## src/logic/rp_pkg.sv

```systemverilog
/* shared widths, bus region map, register offsets and bus structs
   for the scope and servo core, imported by every design module */
package rp_pkg;

  ////////////////////////////////////////
  // widths and region map
  ////////////////////////////////////////

  localparam int ADC_W       = 14;  // raw and processed sample width
  localparam int BUS_W       = 32;  // bus address and data width
  localparam int NUM_REGIONS = 8;   // address bits 22..20
  localparam int REGION_LSB  = 20;  // lowest bit of region field
  localparam int REGION_HK   = 0;   // housekeeping
  localparam int REGION_CH0  = 1;   // channel n sits at REGION_CH0 + n

  ////////////////////////////////////////
  // register offsets inside a region
  ////////////////////////////////////////

  // channel slave
  localparam logic [REGION_LSB-1:0] REG_OFFSET = 'h00;  // signed offset
  localparam logic [REGION_LSB-1:0] REG_ENABLE = 'h04;  // output enable, bit 0
  // housekeeping slave
  localparam logic [REGION_LSB-1:0] REG_LOOP   = 'h00;  // digital loopback, bit 0
  localparam logic [REGION_LSB-1:0] REG_LED    = 'h04;  // led pattern
  localparam logic [REGION_LSB-1:0] REG_ID     = 'h08;  // read only

  localparam logic [BUS_W-1:0] BOARD_ID = 32'h0A5C_0301;

  // raw ADC/DAC word for a zero sample
  localparam logic [ADC_W-1:0] RAW_ZERO = {1'b0, {(ADC_W-1){1'b1}}};

  typedef logic signed [ADC_W-1:0] sample_t;  // two's complement sample

  typedef struct packed {
    logic [BUS_W-1:0] addr;   // byte address
    logic [BUS_W-1:0] wdata;
    logic             wen;    // 1 write, 0 read
  } bus_req_t;

  typedef struct packed {
    logic [BUS_W-1:0] rdata;
    logic             err;    // unknown offset or illegal write
  } bus_rsp_t;

  // negative slope unsigned <-> two's complement, same map both ways
  function automatic logic [ADC_W-1:0] flip_slope(input logic [ADC_W-1:0] w);
    return {w[ADC_W-1], ~w[ADC_W-2:0]};  // keep sign, invert rest
  endfunction

endpackage

```

## src/logic/adc_frontend.sv

```systemverilog
/* input register for the raw ADC words, then conversion from unsigned
   negative slope to two's complement samples, one cycle latency */
module adc_frontend #(
  parameter int NUM_CH = 2
) (
  input  logic                                 adc_clk,
  input  logic                                 rst_n_i,
  input  logic [NUM_CH-1:0][rp_pkg::ADC_W-1:0] raw_i,   // pins, packed per channel
  output rp_pkg::sample_t                      smp_o [NUM_CH]
);
  import rp_pkg::*;

  logic [NUM_CH-1:0][ADC_W-1:0] raw_q;  // io register

  ////////////////////////////////////////
  // capture
  ////////////////////////////////////////

  always_ff @(posedge adc_clk or negedge rst_n_i)
  begin
    if (!rst_n_i)
      raw_q <= {NUM_CH{RAW_ZERO}};  // reads as sample 0
    else
      raw_q <= raw_i;
  end

  ////////////////////////////////////////
  // conversion
  ////////////////////////////////////////

  // sign bit kept, magnitude bits inverted
  for (genvar ch = 0; ch < NUM_CH; ch++)
  begin : g_conv
    assign smp_o[ch] = sample_t'(flip_slope(raw_q[ch]));
  end

endmodule

```

## src/logic/channel_path.sv

```systemverilog
/* one channel: offset and enable registers on the bus, loopback select
   and saturating offset add into a registered result */
module channel_path (
  input  logic             adc_clk,
  input  logic             rst_n_i,
  // register bus
  input  logic             req_i,
  input  rp_pkg::bus_req_t cmd_i,
  output logic             ack_o,
  output rp_pkg::bus_rsp_t rsp_o,
  // samples
  input  logic             loop_i,  // take own result instead of ADC
  input  rp_pkg::sample_t  smp_i,
  output rp_pkg::sample_t  res_o
);
  import rp_pkg::*;

  localparam sample_t SMP_MAX = {1'b0, {(ADC_W-1){1'b1}}};
  localparam sample_t SMP_MIN = {1'b1, {(ADC_W-1){1'b0}}};

  logic [REGION_LSB-1:0] ofs;
  logic                  acc;     // first cycle of access
  logic                  wr;
  logic [BUS_W-1:0]      rd_dat;
  logic                  rd_err;
  logic                  ack_q;
  bus_rsp_t              rsp_q;
  sample_t               off_q;   // signed offset
  logic                  en_q;    // output enable
  sample_t               src;     // selected input sample
  logic [ADC_W:0]        sum;     // one guard bit
  sample_t               sat;
  sample_t               res_q;

  ////////////////////////////////////////
  // register slave
  ////////////////////////////////////////

  assign ofs = cmd_i.addr[REGION_LSB-1:0];
  assign acc = req_i & ~ack_q;
  assign wr  = acc & cmd_i.wen;

  always_comb
  begin
    rd_dat = '0;
    rd_err = 1'b0;
    case (ofs)
      REG_OFFSET: rd_dat = {{(BUS_W-ADC_W){off_q[ADC_W-1]}}, off_q};  // sign extended
      REG_ENABLE: rd_dat = BUS_W'(en_q);
      default:    rd_err = 1'b1;
    endcase
  end

  always_ff @(posedge adc_clk)
  begin
    if (acc)
      rsp_q <= '{rdata: rd_dat, err: rd_err};
  end

  ////////////////////////////////////////
  // offset add with saturation
  ////////////////////////////////////////

  assign src = loop_i ? res_q : smp_i;
  assign sum = {src[ADC_W-1], src} + {off_q[ADC_W-1], off_q};

  always_comb
  begin
    if (sum[ADC_W] != sum[ADC_W-1])
      sat = sum[ADC_W] ? SMP_MIN : SMP_MAX;  // overflow, clamp by true sign
    else
      sat = sum[ADC_W-1:0];
  end

  always_ff @(posedge adc_clk or negedge rst_n_i)
  begin
    if (!rst_n_i)
    begin
      ack_q <= 1'b0;
      off_q <= '0;
      en_q  <= 1'b0;
      res_q <= '0;
    end
    else
    begin
      ack_q <= req_i;
      if (wr && ofs == REG_OFFSET)
        off_q <= cmd_i.wdata[ADC_W-1:0];
      if (wr && ofs == REG_ENABLE)
        en_q <= cmd_i.wdata[0];
      res_q <= en_q ? sat : '0;  // disabled channel outputs zero
    end
  end

  assign ack_o = ack_q;
  assign rsp_o = rsp_q;
  assign res_o = res_q;

endmodule

```

## src/logic/dac_backend.sv

```systemverilog
/* converts channel results back to the DAC unsigned negative slope
   format and registers the DAC pins, one cycle latency */
module dac_backend #(
  parameter int NUM_CH = 2
) (
  input  logic                                 adc_clk,
  input  logic                                 rst_n_i,
  input  rp_pkg::sample_t                      res_i [NUM_CH],
  output logic [NUM_CH-1:0][rp_pkg::ADC_W-1:0] raw_o    // DAC pins
);
  import rp_pkg::*;

  logic [NUM_CH-1:0][ADC_W-1:0] dac_d;  // converted, before pin register

  ////////////////////////////////////////
  // conversion
  ////////////////////////////////////////

  for (genvar ch = 0; ch < NUM_CH; ch++)
  begin : g_conv
    assign dac_d[ch] = flip_slope(res_i[ch]);  // invert all but sign
  end

  ////////////////////////////////////////
  // pin register
  ////////////////////////////////////////

  always_ff @(posedge adc_clk or negedge rst_n_i)
  begin
    if (!rst_n_i)
      raw_o <= {NUM_CH{RAW_ZERO}};  // mid scale
    else
      raw_o <= dac_d;
  end

endmodule

```

## src/logic/housekeeping_regs.sv

```systemverilog
/* housekeeping register slave: loopback switch, led pattern and a
   read-only board id, answered with one cycle req to ack */
module housekeeping_regs #(
  parameter int LED_W = 8
) (
  input  logic             adc_clk,
  input  logic             rst_n_i,
  input  logic             req_i,
  input  rp_pkg::bus_req_t cmd_i,
  output logic             ack_o,
  output rp_pkg::bus_rsp_t rsp_o,
  output logic             loop_o,   // digital loopback to all channels
  output logic [LED_W-1:0] led_o
);
  import rp_pkg::*;

  logic [REGION_LSB-1:0] ofs;      // offset inside region
  logic                  acc;      // first cycle of access
  logic                  wr;       // write strobe, same edge as ack rise
  logic [BUS_W-1:0]      rd_dat;
  logic                  rd_err;
  logic                  ack_q;
  bus_rsp_t              rsp_q;
  logic                  loop_q;
  logic [LED_W-1:0]      led_q;

  assign ofs = cmd_i.addr[REGION_LSB-1:0];
  assign acc = req_i & ~ack_q;
  assign wr  = acc & cmd_i.wen;

  // read mux and error decode
  always_comb
  begin
    rd_dat = '0;
    rd_err = 1'b0;
    case (ofs)
      REG_LOOP: rd_dat = BUS_W'(loop_q);
      REG_LED:  rd_dat = BUS_W'(led_q);
      REG_ID:
      begin
        rd_dat = BOARD_ID;
        rd_err = cmd_i.wen;  // id is read only
      end
      default:  rd_err = 1'b1;  // nothing here
    endcase
  end

  always_ff @(posedge adc_clk or negedge rst_n_i)
  begin
    if (!rst_n_i)
    begin
      ack_q  <= 1'b0;
      loop_q <= 1'b0;
      led_q  <= '0;
    end
    else
    begin
      ack_q <= req_i;  // rise and fall one cycle behind req
      if (wr && ofs == REG_LOOP)
        loop_q <= cmd_i.wdata[0];
      if (wr && ofs == REG_LED)
        led_q <= cmd_i.wdata[LED_W-1:0];
    end
  end

  // response captured with ack rise
  always_ff @(posedge adc_clk)
  begin
    if (acc)
      rsp_q <= '{rdata: rd_dat, err: rd_err};
  end

  assign ack_o  = ack_q;
  assign rsp_o  = rsp_q;
  assign loop_o = loop_q;
  assign led_o  = led_q;

endmodule

```

## src/logic/rp_top.sv

```systemverilog
/* top level: bus decoder with housekeeping and channel slaves, and the
   adc to channel to dac sample pipeline, all on adc_clk */
module rp_top #(
  parameter int NUM_CH = 2,  // up to 7, region map limit
  parameter int LED_W  = 8
) (
  input  logic                                 adc_clk,
  input  logic                                 rst_n_i,
  // processor bus, four-phase
  input  logic                                 sys_req_i,
  input  rp_pkg::bus_req_t                     sys_cmd_i,
  output logic                                 sys_ack_o,
  output rp_pkg::bus_rsp_t                     sys_rsp_o,
  // converters
  input  logic [NUM_CH-1:0][rp_pkg::ADC_W-1:0] adc_dat_i,
  output logic [NUM_CH-1:0][rp_pkg::ADC_W-1:0] dac_dat_o,
  output logic [LED_W-1:0]                     led_o
);
  import rp_pkg::*;

  logic [NUM_REGIONS-1:0] slv_req;
  logic [NUM_REGIONS-1:0] slv_ack;
  bus_req_t               slv_cmd;
  bus_rsp_t               slv_rsp [NUM_REGIONS];
  logic                   loop;               // digital loopback
  sample_t                adc_smp [NUM_CH];   // frontend -> channels
  sample_t                ch_res  [NUM_CH];   // channels -> backend

  ////////////////////////////////////////
  // register bus
  ////////////////////////////////////////

  sys_bus_decoder #(.NUM_CH(NUM_CH)) u_dec (
    .adc_clk   (adc_clk),
    .rst_n_i   (rst_n_i),
    .req_i     (sys_req_i),
    .cmd_i     (sys_cmd_i),
    .ack_o     (sys_ack_o),
    .rsp_o     (sys_rsp_o),
    .slv_req_o (slv_req),
    .slv_cmd_o (slv_cmd),
    .slv_ack_i (slv_ack),
    .slv_rsp_i (slv_rsp)
  );

  housekeeping_regs #(.LED_W(LED_W)) u_hk (
    .adc_clk (adc_clk),
    .rst_n_i (rst_n_i),
    .req_i   (slv_req[REGION_HK]),
    .cmd_i   (slv_cmd),
    .ack_o   (slv_ack[REGION_HK]),
    .rsp_o   (slv_rsp[REGION_HK]),
    .loop_o  (loop),
    .led_o   (led_o)
  );

  // empty regions, decoder answers these itself
  for (genvar r = REGION_CH0 + NUM_CH; r < NUM_REGIONS; r++)
  begin : g_empty
    assign slv_ack[r] = 1'b0;
    assign slv_rsp[r] = '0;
  end

  ////////////////////////////////////////
  // sample pipeline
  ////////////////////////////////////////

  adc_frontend #(.NUM_CH(NUM_CH)) u_adc (
    .adc_clk (adc_clk),
    .rst_n_i (rst_n_i),
    .raw_i   (adc_dat_i),
    .smp_o   (adc_smp)
  );

  for (genvar ch = 0; ch < NUM_CH; ch++)
  begin : g_ch
    channel_path u_ch (
      .adc_clk (adc_clk),
      .rst_n_i (rst_n_i),
      .req_i   (slv_req[REGION_CH0 + ch]),
      .cmd_i   (slv_cmd),
      .ack_o   (slv_ack[REGION_CH0 + ch]),
      .rsp_o   (slv_rsp[REGION_CH0 + ch]),
      .loop_i  (loop),
      .smp_i   (adc_smp[ch]),
      .res_o   (ch_res[ch])   // also fed back inside for loopback
    );
  end

  dac_backend #(.NUM_CH(NUM_CH)) u_dac (
    .adc_clk (adc_clk),
    .rst_n_i (rst_n_i),
    .res_i   (ch_res),
    .raw_o   (dac_dat_o)
  );

endmodule

```

## src/logic/sys_bus_decoder.sv

```systemverilog
/* splits the processor bus into eight regions by address bits 22..20,
   runs the four-phase req/ack towards the selected slave */
module sys_bus_decoder #(
  parameter int NUM_CH = 2  // mapped channel regions after housekeeping
) (
  input  logic                             adc_clk,
  input  logic                             rst_n_i,
  // master side
  input  logic                             req_i,
  input  rp_pkg::bus_req_t                 cmd_i,
  output logic                             ack_o,
  output rp_pkg::bus_rsp_t                 rsp_o,
  // slave side, one bit per region
  output logic [rp_pkg::NUM_REGIONS-1:0]   slv_req_o,
  output rp_pkg::bus_req_t                 slv_cmd_o,
  input  logic [rp_pkg::NUM_REGIONS-1:0]   slv_ack_i,
  input  rp_pkg::bus_rsp_t                 slv_rsp_i [rp_pkg::NUM_REGIONS]
);
  import rp_pkg::*;

  localparam int RGN_W   = $clog2(NUM_REGIONS);
  localparam int MAP_CNT = REGION_CH0 + NUM_CH;  // regions with a slave
  // low MAP_CNT bits set
  localparam logic [NUM_REGIONS-1:0] MAP_MASK =
    {NUM_REGIONS{1'b1}} >> (NUM_REGIONS - MAP_CNT);

  logic [RGN_W-1:0]       cmd_rgn;     // region of incoming command
  logic [RGN_W-1:0]       rgn_q;       // region held for whole access
  logic [NUM_REGIONS-1:0] sel_q;       // one-hot, high while req held
  logic                   umap_ack_q;  // own ack for empty regions
  logic                   busy;
  logic                   mapped;

  assign cmd_rgn = cmd_i.addr[REGION_LSB +: RGN_W];
  assign busy    = |sel_q;
  assign mapped  = MAP_MASK[rgn_q];

  ////////////////////////////////////////
  // access tracking
  ////////////////////////////////////////

  always_ff @(posedge adc_clk or negedge rst_n_i)
  begin
    if (!rst_n_i)
    begin
      rgn_q      <= '0;
      sel_q      <= '0;
      umap_ack_q <= 1'b0;
    end
    else
    begin
      if (!req_i)
        sel_q <= '0;  // master released, slave drops ack next cycle
      else if (!busy && !ack_o)
      begin
        // new access only once previous ack is gone
        rgn_q <= cmd_rgn;
        sel_q <= {{(NUM_REGIONS-1){1'b0}}, 1'b1} << cmd_rgn;
      end
      umap_ack_q <= |(sel_q & ~MAP_MASK);  // one cycle behind sel, like a slave
    end
  end

  // req only to regions that have a slave
  assign slv_req_o = sel_q & MAP_MASK;
  assign slv_cmd_o = cmd_i;  // broadcast, stable while req high

  ////////////////////////////////////////
  // response steering
  ////////////////////////////////////////

  always_comb
  begin
    if (mapped)
    begin
      ack_o = slv_ack_i[rgn_q];
      rsp_o = slv_rsp_i[rgn_q];
    end
    else
    begin
      ack_o = umap_ack_q;
      rsp_o = '0;  // empty slot reads zero, no err
    end
  end

endmodule

```

## config.mk

```make
export PLATFORM = sky130hd
export DESIGN_NAME = rp_top
export DESIGN_NICKNAME = d
export VERILOG_FILES = /design/src/logic/rp_pkg.sv /design/src/logic/adc_frontend.sv /design/src/logic/channel_path.sv /design/src/logic/dac_backend.sv /design/src/logic/housekeeping_regs.sv /design/src/logic/rp_top.sv /design/src/logic/sys_bus_decoder.sv
export SDC_FILE = /design/constraint.sdc
export NUM_CORES = 1
export LEC_CHECK = 0
export BUFFER_PORTS_ARGS = -buffer_cell sky130_fd_sc_hd__buf_2
export CORE_UTILIZATION = 40
export CTS_BUF_LIST = sky130_fd_sc_hd__clkbuf_8
export DETAILED_ROUTE_END_ITERATION = 10
export PLACE_DENSITY_LB_ADDON = 0.05
export SETUP_SLACK_MARGIN = 0.15
export SYNTH_ARGS = -nofsm -noshare
export SYNTH_HDL_FRONTEND = slang
export SYNTH_HIERARCHICAL = 1
export SYNTH_SLANG_ARGS = --single-unit
```

## constraint.sdc

```tcl
create_clock -name adc_clk -period 3.5 [get_ports adc_clk]
set_clock_uncertainty 0.15 [all_clocks]
set_input_delay 0.525 -clock adc_clk [delete_from_list [all_inputs] [get_ports adc_clk]]
set_output_delay 0.525 -clock adc_clk [all_outputs]
set_load 0.05 [all_outputs]
```

# --- Yosys cells after proc, flatten, opt, wreduce, memory -nomap -nowiden ---
# Memory sizes are Yosys's and may differ from the RTL's.
# Index checks and enable logic that the tools add are counted.
# Widths: inputs -> output; s select.
op_classes:
  addsub: 2
  order_cmp: 2
  n_eq_ne: 5
  shifts: 1
  muxes: 23
  bitwise_logic: 14
  reduce_logical: 14
op_table:
  columns: ["cell", "n"]
  rows:
  - ["$pmux 32 s2", 2]
  - ["$mux 14", 8]
  - ["$bmux 33 s3", 1]
  - ["$mux 33", 3]
  - ["$pmux 28 s3", 1]
  - ["$not 13->13", 4]
  - ["$add 14x14->15", 2]
  - ["$eq 20x3->1 const B", 1]
  - ["$eq 20x4->1 const B", 1]
  - ["$logic_not 20->1", 1]
  - ["$mux 8", 2]
  - ["$reduce_or 8->1", 1]
  - ["$shl 1x3->8 const A", 1]
  - ["$logic_and 1x1->1", 7]
  - ["$and 1x1->1", 6]
  - ["$reduce_or 5->1", 1]
  - ["$ge 4x4->1 const B", 1]
  - ["$lt 3x4->1 const B", 1]
  - ["$mux 1", 4]
  - ["$not 3->4", 1]
  - ["$bmux 1 s3", 1]
  - ["$not 1->1", 3]
  - ["$logic_not 1->1", 2]
  - ["$ne 1x1->1", 2]
  - ["4 further kinds", 4]
totals:
  ff_bits: 237
  romBits: 8
  input_bits: 96
  out_inout_bits: 70
  elab_cells: 86
  mem_count: 1
mem_list:
  columns: ["name", "depth", "width", "rd", "rd_clocked_by_memory_dff", "write_ports", "line", "source"]
  rows:
  - ["(name not given)", 8, 1, 1, 0, 0, "sys_bus_decoder.sv:36", "assign mapped = MAP_MASK[rgn_q];"]

# --- Depth between registers and ports, before layout ---
# Gate-level depths: netlist of run 1.
depth:
  word_depth: 7
  mapped_depth: 12
  ltp_nobuf: 11

# --- Hierarchy ---
# The synthesis of run 1 kept the hierarchy.
by_module_without_submodules:
  columns: ["module", "instances", "cells_per_inst", "area_each_um2", "seq_area_each_um2"]
  rows:
  - ["channel_path at g_ch[1].u_ch", 1, 237, 2775.2, 1201.2]
  - ["channel_path at g_ch[0].u_ch", 1, 241, 2673.8, 1201.2]
  - ["sys_bus_decoder", 1, 283, 1979.4, 300.3]
  - ["housekeeping_regs", 1, 81, 1052.3, 550.5]
  - ["adc_frontend", 1, 56, 845.8, 733.2]
  - ["dac_backend", 1, 54, 830.8, 733.2]
  - ["rp_top", 1, 1, 3.8, 0.0]

# --- Worst setup path after synthesis of run 1 ---
# No wires, ideal clock.
synth_path:
  kind: "reg2reg"
  start: "register u_hk.loop_q (netlist: u_hk/loop_o)"
  end: "register g_ch[1].u_ch.res_q[11]"
  setup_ns: 0.129
  arrival_ns: 3.119
  t_required_ns: 3.221
  slack_ns: 0.102
  path_stages_with_launch: 11
  path_buffers: 1
  period_less_slack_ns: 3.398
  cell_sequence: "dfrtp_1 > clkbuf_1 > mux2i_1 > inv_1 > ha_1 > a211oi_1 > nor2_1 > o311a_1 > or3_4 > xnor2_2 > o41a_1"
synth_via:
  elab_chain_cells: 5
  word_cells_on_any_way: 6
  cone_classes: "add/sub (1); eq/ne (1); mux (4)"
synth_rtl:
  columns: ["item", "line", "source"]
  rows:
  - ["start: declaration", "housekeeping_regs.sv:24", "logic loop_q;"]
  - ["start signal: assignment", "housekeeping_regs.sv:60", "loop_q <= cmd_i.wdata[0];"]
  - ["$mux 14 (*)", "channel_path.sv:64", "assign src = loop_i ? res_q : smp_i;"]
  - ["$add 14x14->15 (*)", "channel_path.sv:65", "assign sum = {src[ADC_W-1], src} + {off_q[ADC_W-1], off_q};"]
  - ["$mux 14 / $ne 1x1->1 (equally long branches)", "channel_path.sv:70, channel_path.sv:69", null]
  - ["$mux 14 (*)", "channel_path.sv:69", "if (sum[ADC_W] != sum[ADC_W-1])"]
  - ["$mux 14 (*)", "channel_path.sv:91", "res_q <= en_q ? sat : '0;"]
  - ["end signal: assignment", "channel_path.sv:91", null]
  - ["end: declaration", "channel_path.sv:33", "sample_t res_q;"]
# Every way passes the cells marked *; elsewhere a longest branch is shown, timed or not.
# A chain may end at the register's enable or synchronous reset.

# --- Final worst setup path of run 1 ---
# Same ends and word-level chain as after synthesis.

==> impl_metrics.env, run 1 <==
export IMPL_syn_cell_area_sq_mm=0.00989
export IMPL_relSlewSlack=0.435
export IMPL_grt_ovfl_total=0
export IMPL_rsz0062_at_grt="no"
export IMPL_numCtsBuffers=17
export IMPL_place_area_sq_mm=0.0105
export IMPL_num_fill_cells=2339
export IMPL_yosys_warnings=6
export IMPL_switchingPower_mw=2.54
export IMPL_slew_violations=0
export IMPL_wl_per_cell_um=16.1
export IMPL_drv_cap=0
export IMPL_cts_sinks=178
export IMPL_rows=57
export IMPL_clk_latency_ps=450
export IMPL_r2r_end="g_ch[1].u_ch/res_o[11]$_DFF_PN0_"
export IMPL_antenna_found_initial=2
export IMPL_crit_arrival_ps=3350
export IMPL_required_ps=3670
export IMPL_num_vias=6387
export IMPL_fin_area_sq_mm=0.0112
export IMPL_power_mw=6.12
export IMPL_synth_area_per_cell_sq_um=10.8
export IMPL_grt_max_degree=57
export IMPL_finalHoldViolations=0
export IMPL_drt_iter0_markers=360
export IMPL_dp_cells=1305
export IMPL_vdd_drop_max_mv=0.609
export IMPL_r2r_worst_path_cells=9
export IMPL_outcome="complete, no violations"
export IMPL_cts_tree="built"
export IMPL_min_to="g_ch[0].u_ch/off_q[11]$_DFFE_PN0P_"
export IMPL_place_worst_setup_slack_ps=335
export IMPL_dieWidth_um=159
export IMPL_drive_above_1_share=0.322
export IMPL_insertedDiodeCount=0
export IMPL_ios=166
export IMPL_setup_viol=0
export IMPL_combPwrFrac=0.360
export IMPL_layout_min_cycle_time_ps=3180
export IMPL_worst_pin_slew_ps=848
export IMPL_path_clk_slew_ps=100
export IMPL_p_per_area_mw_per_mm2=545
export IMPL_synthCells=916
export IMPL_dr_pass1_iters=6
export IMPL_clk_path_buf_depth=2
export IMPL_swShare=0.416
export IMPL_grt_use_total=0.182
export IMPL_crit_path_end_kind="register"
export IMPL_path_class="register to register"
export IMPL_r2r_start="u_hk/loop_o$_DFFE_PN0P_"
export IMPL_max_freq_mhz=314
export IMPL_final_instance_count_excl_fill=1366
export IMPL_hold_depth=2
export IMPL_pwr_share_seq=0.396
export IMPL_hold_path_startpoint="sys_cmd_i[12]"
export IMPL_crit_fanout=8
export IMPL_clkPwrFrac=0.244
export IMPL_period_share=0.909
export IMPL_grt_first_pass_wirelength_um=35900
export IMPL_rrSetupSlack_ps=320
export IMPL_die_area_sq_mm=0.0254
export IMPL_fin_tns_setup_ps=0
export IMPL_startpoint_type="register"
export IMPL_worst_slack_ps=320
export IMPL_power_internal_mw=3.57
export IMPL_gp_routability_congestion=0.821
export IMPL_die_h_um=159
export IMPL_p_leak_nw=5.23
export IMPL_hold_class="input pin to register"
export IMPL_viasPerCell=4.68
export IMPL_htreeDepth=4
export IMPL_start_util=0.407
export IMPL_drcViolationCount=0
export IMPL_io_buffers=138
export IMPL_cts_root_buf="clkbuf_8"
export IMPL_area_growth_pct=13.4
export IMPL_core_sq_mm=0.0243
export IMPL_postRouteAntennaNets=0
export IMPL_fin_nets=1155
export IMPL_drt_total_wl_um=22000
export IMPL_hpwl_um=16300
export IMPL_grt_pass1_vias=6492
-- cell type report --
| cell class | instances | area [sq um] | area share |
|---|---|---|---|
| Tap cell | 324 | 405 | 0.0361 |
| Clock buffer | 17 | 234 | 0.0209 |
| Inverter | 71 | 267 | 0.0238 |
| Sequential cell | 178 | 4720 | 0.421 |
| Clock inverter | 15 | 188 | 0.0167 |
| Timing Repair Buffer | 212 | 1380 | 0.123 |
| Multi-Input combinational cell | 549 | 4030 | 0.359 |
-- per-layer routing --
layer	global-route usage	wire length (um)
met1	0.266	11200
met2	0.278	9740
met3	0.0354	696
met4	0.0437	297
met5	0	23
-- how the worst max path moves through the flow --
stage                                 start                               end  slack, ps  depth (start not counted)
floorplan           u_hk/loop_o$_DFFE_PN0P_  g_ch[0].u_ch/res_o[10]$_DFF_PN0_        200                         10
global placement    u_hk/loop_o$_DFFE_PN0P_  g_ch[1].u_ch/res_o[11]$_DFF_PN0_        360                         11
detailed placement  u_hk/loop_o$_DFFE_PN0P_  g_ch[1].u_ch/res_o[11]$_DFF_PN0_        330                         11
CTS                 u_hk/loop_o$_DFFE_PN0P_  g_ch[1].u_ch/res_o[11]$_DFF_PN0_        260                         11
global route        u_hk/loop_o$_DFFE_PN0P_  g_ch[1].u_ch/res_o[11]$_DFF_PN0_        160                         10
finish              u_hk/loop_o$_DFFE_PN0P_  g_ch[1].u_ch/res_o[11]$_DFF_PN0_        320                          9
-- power by group through the flow --
stage,Combinational [mW],Clock [mW],Sequential (mW)
2_1_floorplan,1.83,0,2.37
3_3_place_gp,2.20,0,2.46
3_5_place_dp,2.20,0,2.46
4_1_cts,2.23,1.56,2.43
5_1_grt,2.37,1.64,2.45
6_report,2.20,1.49,2.42
-- placed cells by master (no fill, tap or decap), drive strengths merged, types with 3 or more instances in the layout --
cell	n
conb	16
o21a	20
nand4	5
nand2b	9
ha	28
xnor2	15
inv	80
and3	12
clkbuf	17
or4	5
a31oi	7
nand3b	3
xor2	4
clkinv	4
edfxtp	40
o21ai	18
o41ai	8
nor2b	6
dfstp	52
nor4	14
nand3	9
a21boi	3
nor2	95
or3	3
mux2i	39
a21o	5
buf	183
nor3	6
dlygate4sd3	29
dfrtp	86
a21oi	63
a211oi	4
nand2	28
and2	27
mux2	65
-- metrics by stage --
step                       util  hold WS, ps
after floorplan               -         79.4
after global routing      0.461          134
after detailed placement  0.432          220
after global placement    0.432          210
final                     0.461          159
after CTS                 0.461         6.03
-- worst max-delay path: stages, from the launching register on --
cell and delay, ps:
dfrtp_1 380, buf_12 150, buf_4 160, mux2_2 360
ha_1 360, a21oi_1 220, o21ai_0 180, or3_4 430
xnor2_2 180, o41a_1 460
-- flip-flops by register name, indices dropped and copies added, names as in the netlist --
signal,flops
g_ch.u_ch/ack_o,2
u_dec/umap_ack_q,1
u_hk/loop_o,1
u_dec/rgn_q,3
g_ch.u_ch/off_q,28
u_hk/rsp_o,10
u_adc/raw_q,26
g_ch.u_ch/res_o,28
u_hk/ack_o,1
g_ch.u_ch/en_q,2
g_ch.u_ch/rsp_o,30
u_dac/raw_o,28
u_dec/sel_q,8
u_adc/smp_o,2
u_hk/led_o,8
-- what timing repair did --
action / in CTS / in global routing
hold buffers: 28 / 1
resized for setup: 0 / 1
setup endpoints to repair: 0 / 2
buffers inserted: 0 / 0
endpoints found under the hold margin: 62 / 1
No activity file was read; power rests on OpenSTA's default activity.
==> run 2, diff against run 1 <==
Settings changed: CORE_UTILIZATION 40 to 25.
==> run 2 against run 1 <==
Non-clock buffer count shrank 17. Core utilization fell by 17 points. Clock-buffer cell count unchanged. First-iteration DRC count fell by 38%. Largest power group unchanged. Sequential share of layout area down 0.51 points. Design area increased by 1.2%. Largest cell class unchanged. Global-route usage is 4.8 points lower. Critical endpoint unchanged. Critical path depth unchanged. Wire length grew 20%. Sequential power shrank 2%.
==> impl_metrics.env, run 2 (synthesized netlist as in run 1, its figures left out) <==
export IMPL_final_instance_count_excl_fill=1543
export IMPL_startpoint_type="register"
export IMPL_drive_above_1_share=0.325
export IMPL_path_clk_slew_ps=100
export IMPL_hold_ws_ps=131
export IMPL_rows=72
export IMPL_drv_cap=0
export IMPL_worst_slack_ps=278
export IMPL_path_class="register to register"
export IMPL_min_to="g_ch[0].u_ch/off_q[11]$_DFFE_PN0P_"
export IMPL_worst_pin_slew_ps=671
export IMPL_hold_depth=2
export IMPL_crit_fanout=11
export IMPL_rsz0062_at_grt="no"
export IMPL_grt_first_pass_wirelength_um=41300
export IMPL_r2r_worst_path_cells=9
export IMPL_dieWidth_um=201
export IMPL_setup_viol=0
export IMPL_grt_use_total=0.134
export IMPL_period_share=0.921
export IMPL_fin_tns_setup_ps=0
export IMPL_area_growth_pct=14.8
export IMPL_antenna_found_initial=1
export IMPL_relSlewSlack=0.551
export IMPL_numCtsBuffers=17
export IMPL_p_per_area_mw_per_mm2=534
export IMPL_dr_pass1_iters=4
export IMPL_postRouteAntennaNets=0
export IMPL_drt_total_wl_um=26300
export IMPL_start_util=0.255
export IMPL_r2r_start="u_hk/loop_o$_DFFE_PN0P_"
export IMPL_power_mw=6.06
export IMPL_io_buffers=138
export IMPL_num_vias=6418
export IMPL_crit_start="u_hk/loop_o$_DFFE_PN0P_"
export IMPL_layout_min_cycle_time_ps=3220
export IMPL_core_sq_mm=0.0388
export IMPL_mostFrequentLayoutCells="137 x buf_2, 92 x nor2_1, 85 x dfrtp_1, 71 x inv_1, 61 x a21oi_1"
export IMPL_cts_sinks=178
export IMPL_drcViolationCount=0
export IMPL_vdd_drop_max_mv=0.212
export IMPL_htreeDepth=4
export IMPL_fin_nets=1138
export IMPL_max_freq_mhz=310
export IMPL_rrSetupSlack_ps=280
export IMPL_grt_ovfl_total=0
export IMPL_r2r_end="g_ch[1].u_ch/res_o[11]$_DFF_PN0_"
export IMPL_cts_tree="built"
export IMPL_insertedDiodeCount=0
export IMPL_cts_root_buf="clkbuf_8"
export IMPL_required_ps=3710
export IMPL_grt_pass1_vias=6728
export IMPL_crit_path_end_kind="register"
export IMPL_p_leak_nw=5.12
export IMPL_hold_class="input pin to register"
export IMPL_outcome="complete, no violations"
export IMPL_wl_per_cell_um=17.1
export IMPL_die_h_um=201
export IMPL_clk_path_buf_depth=2
export IMPL_grt_max_degree=52
export IMPL_drt_iter0_markers=224
export IMPL_final_common_cell="buf_2"
export IMPL_hold_path_startpoint="sys_cmd_i[12]"
export IMPL_place_worst_setup_slack_ps=109
export IMPL_crit_arrival_ps=3440
export IMPL_dp_cells=1480
export IMPL_die_area_sq_mm=0.0404
export IMPL_ios=166
export IMPL_gp_routability_congestion=0.793
export IMPL_largest_reg_flops=30
export IMPL_slew_violations=0
export IMPL_viasPerCell=4.16
export IMPL_hpwl_um=19700
export IMPL_finalHoldViolations=0
export IMPL_clk_latency_ps=480
==> run 2: worst max-delay path, stage by stage, from the launching register on <==
cell	delay, ps
dfrtp_1	400
buf_12	160
mux2_2	360
ha_1	330
o21ai_1	180
nor2_2	80
o311a_1	330
or3_4	440
xnor2_4	200
o41a_1	440
==> run 2: how the worst max path moves through the flow <==
stage | endpoint | slack [ps] | cells after the start
detailed placement | g_ch[1].u_ch/res_o[3]$_DFF_PN0_ | 110 | 11
global route | g_ch[0].u_ch/res_o[12]$_DFF_PN0_ | 120 | 11
finish | g_ch[1].u_ch/res_o[11]$_DFF_PN0_ | 280 | 9
CTS | g_ch[0].u_ch/res_o[7]$_DFF_PN0_ | 160 | 13
global placement | g_ch[1].u_ch/res_o[7]$_DFF_PN0_ | 120 | 11
floorplan | g_ch[0].u_ch/res_o[10]$_DFF_PN0_ | 200 | 10
==> run 2: final cells by class <==
class	count	area (sq um)
tap	518	648
multi-input combinational	549	4110
fill	4098	27500
timing repair buffer	195	1240
sequential	178	4720
inverter	71	267
clock inverter	15	139
clock buffer	17	234
==> run 2: repair_timing <==
item | CTS | global route
setup endpoints to repair | 21 | 24
resized for setup | 4 | 15
buffers inserted | 0 | 2
hold endpoints to repair | 68 | 0
hold buffers | 29 | 0
pin swaps | 0 | 2
==> run 2: through the flow <==
| stage | cell area [sq um] | util |
|---|---|---|
| 2_1_floorplan | 9950 | - |
| 3_3_place_gp | 10600 | 0.273 |
| 3_5_place_dp | 10600 | 0.273 |
| 4_1_cts | 11300 | 0.290 |
| 5_1_grt | 11400 | 0.292 |
| 6_report | 11400 | 0.292 |
==> run 2: per-layer routing <==
metal	up-vias	part of all wire	track usage
li1	3243	-	-
met1	3059	0.52	0.195
met2	102	0.44	0.204
met3	12	0.028	0.0289
met4	2	0.0078	0.0286
met5	-	0.00049	0
==> run 2: where the power goes <==
group,internal (mW),switching (mW)
clock network,0.566,0.812
registers,2.26,0.116
logic,0.631,1.68
==> run 3, diff against run 2 <==
Settings changed: SETUP_SLACK_MARGIN 0.15 to 0.5.
==> run 3 against run 2 <==
Setup slack improved by 180 ps. Combinational power rose by 3%. Design area rose by 10%.
==> impl_metrics.env, run 3 (synthesized netlist as in run 1, its figures left out) <==
export IMPL_layout_min_cycle_time_ps=3040
export IMPL_outcome="complete, no violations"
export IMPL_core_sq_mm=0.0388
export IMPL_hold_ws_ps=129
export IMPL_num_fill_cells=4053
export IMPL_fin_tns_setup_ps=0
export IMPL_cts_tree="built"
export IMPL_mostFrequentLayoutCells="137 x buf_2, 90 x nor2_1, 82 x dfrtp_1, 70 x buf_4, 68 x inv_1"
export IMPL_grt_max_degree=70
export IMPL_clkPwrFrac=0.231
export IMPL_drv_cap=0
export IMPL_drive_above_1_share=0.427
export IMPL_place_area_sq_mm=0.0109
export IMPL_setup_viol=0
export IMPL_ios=166
export IMPL_period_share=0.869
export IMPL_p_leak_nw=5.55
export IMPL_insertedDiodeCount=0
export IMPL_final_common_cell="buf_2"
export IMPL_rrSetupSlack_ps=460
export IMPL_numCtsBuffers=17
export IMPL_io_buffers=138
export IMPL_relSlewSlack=0.512
export IMPL_die_area_sq_mm=0.0404
export IMPL_clk_latency_ps=500
export IMPL_combPwrFrac=0.381
export IMPL_required_ps=3720
export IMPL_switchingPower_mw=2.66
export IMPL_die_h_um=201
export IMPL_htreeDepth=4
export IMPL_cts_sinks=178
export IMPL_finalHoldViolations=0
export IMPL_wl_per_cell_um=17.4
export IMPL_crit_start="u_hk/loop_o$_DFFE_PN0P_"
export IMPL_power_mw=6.23
export IMPL_path_class="register to register"
export IMPL_postRouteAntennaNets=0
export IMPL_final_util=0.322
export IMPL_r2r_start="u_hk/loop_o$_DFFE_PN0P_"
export IMPL_max_freq_mhz=329
export IMPL_largest_reg_flops=30
export IMPL_hold_path_startpoint="sys_cmd_i[12]"
export IMPL_clk_path_buf_depth=2
export IMPL_swShare=0.428
export IMPL_dr_pass1_iters=4
export IMPL_area_growth_pct=26.5
export IMPL_grt_pass1_vias=7074
export IMPL_gp_routability_congestion=0.784
export IMPL_drt_iter0_markers=225
export IMPL_cts_root_buf="clkbuf_8"
export IMPL_crit_arrival_ps=3260
export IMPL_slew_violations=0
export IMPL_crit_path_end_kind="register"
export IMPL_antenna_found_initial=1
export IMPL_fin_area_sq_mm=0.0125
export IMPL_power_internal_mw=3.56
export IMPL_pwr_share_seq=0.388
export IMPL_rows=72
export IMPL_num_vias=6745
export IMPL_crit_fanout=7
export IMPL_hold_class="input pin to register"
export IMPL_path_clk_slew_ps=100
export IMPL_worst_pin_slew_ps=732
export IMPL_grt_use_total=0.141
export IMPL_vdd_drop_max_mv=0.237
export IMPL_grt_first_pass_wirelength_um=43000
export IMPL_drcViolationCount=0
export IMPL_p_per_area_mw_per_mm2=498
export IMPL_startpoint_type="register"
export IMPL_dieWidth_um=201
export IMPL_hpwl_um=20100
export IMPL_fin_nets=1199
export IMPL_viasPerCell=4.21
export IMPL_drt_total_wl_um=27900
export IMPL_start_util=0.255
export IMPL_rsz0062_at_grt="yes"
export IMPL_grt_ovfl_total=0
run 3: changes by cell type in the layout (fill, tap and decap cells not counted), sizes merged:
cell | before | now
clkbuf | 17 | 18
buf | 166 | 225
clkinvlp | 4 | 2
bufbuf | 0 | 1
clkinv | 9 | 5
inv | 72 | 78
run 3: per-layer routing:
metal / GRT usage / routed length, um
met4: 0.0453 / 403
met1: 0.200 / 14000
met2: 0.216 / 12800
met3: 0.0240 / 722
met5: 0 / 13
run 3: stage by stage:
stage	setup WS (ps)	std cells
2_1_floorplan	468	931
3_3_place_gp	218	1514
3_5_place_dp	195	1514
4_1_cts	376	1589
5_1_grt	387	1604
6_report	457	1604
run 3: power groups by stage:
| stage | combinational, mW | sequential (mW) | clock [mW] |
|---|---|---|---|
| after floorplan | 1.84 | 2.37 | 0 |
| after global placement | 2.27 | 2.47 | 0 |
| after detailed placement | 2.27 | 2.47 | 0 |
| after CTS | 2.31 | 2.44 | 1.53 |
| after global routing | 2.56 | 2.44 | 1.60 |
| final | 2.37 | 2.42 | 1.44 |
run 3: layout make-up:
type                            instances  area, sq um  share of cell area
Timing Repair Buffer                  256         1850               0.148
Tap cell                              518          648              0.0518
Clock buffer                           17          234              0.0187
Clock inverter                         15          149              0.0119
Multi-Input combinational cell        549         4640               0.371
Inverter                               71          267              0.0213
Sequential cell                       178         4730               0.378
run 3: timing repair:
item,CTS,global route
pin swaps,13,33
cloned,2,1
resized for setup,47,70
buffers inserted,12,14
hold buffers,29,0
hold endpoints to repair,71,0
endpoints found under the setup margin,61,33
run 3: critical path: stages, from the launching register on:
cell      delay, ps
dfrtp_2         420
buf_12          150
buf_12          130
buf_12          130
buf_6           110
mux2_4          300
ha_4            170
a211o_1         330
a21oi_2         200
nand4_1         180
and2_1          190
a311oi_2        310
a21oi_1         120
run 3: worst paths after layout:
path                                                      endpoint  cells past startpoint
worst max register to register    g_ch[0].u_ch/res_o[12]$_DFF_PN0_                     12
max in group asynchronous                u_adc/raw_q[18]$_DFF_PN1_                      3
worst min-delay path            g_ch[0].u_ch/off_q[11]$_DFFE_PN0P_                      2
worst min register to register           u_dac/raw_o[19]$_DFF_PN1_                      1
worst max-delay path              g_ch[0].u_ch/res_o[12]$_DFF_PN0_                     12
min in group asynchronous               u_dec/sel_q[7]$_DFFE_PN0P_                      2
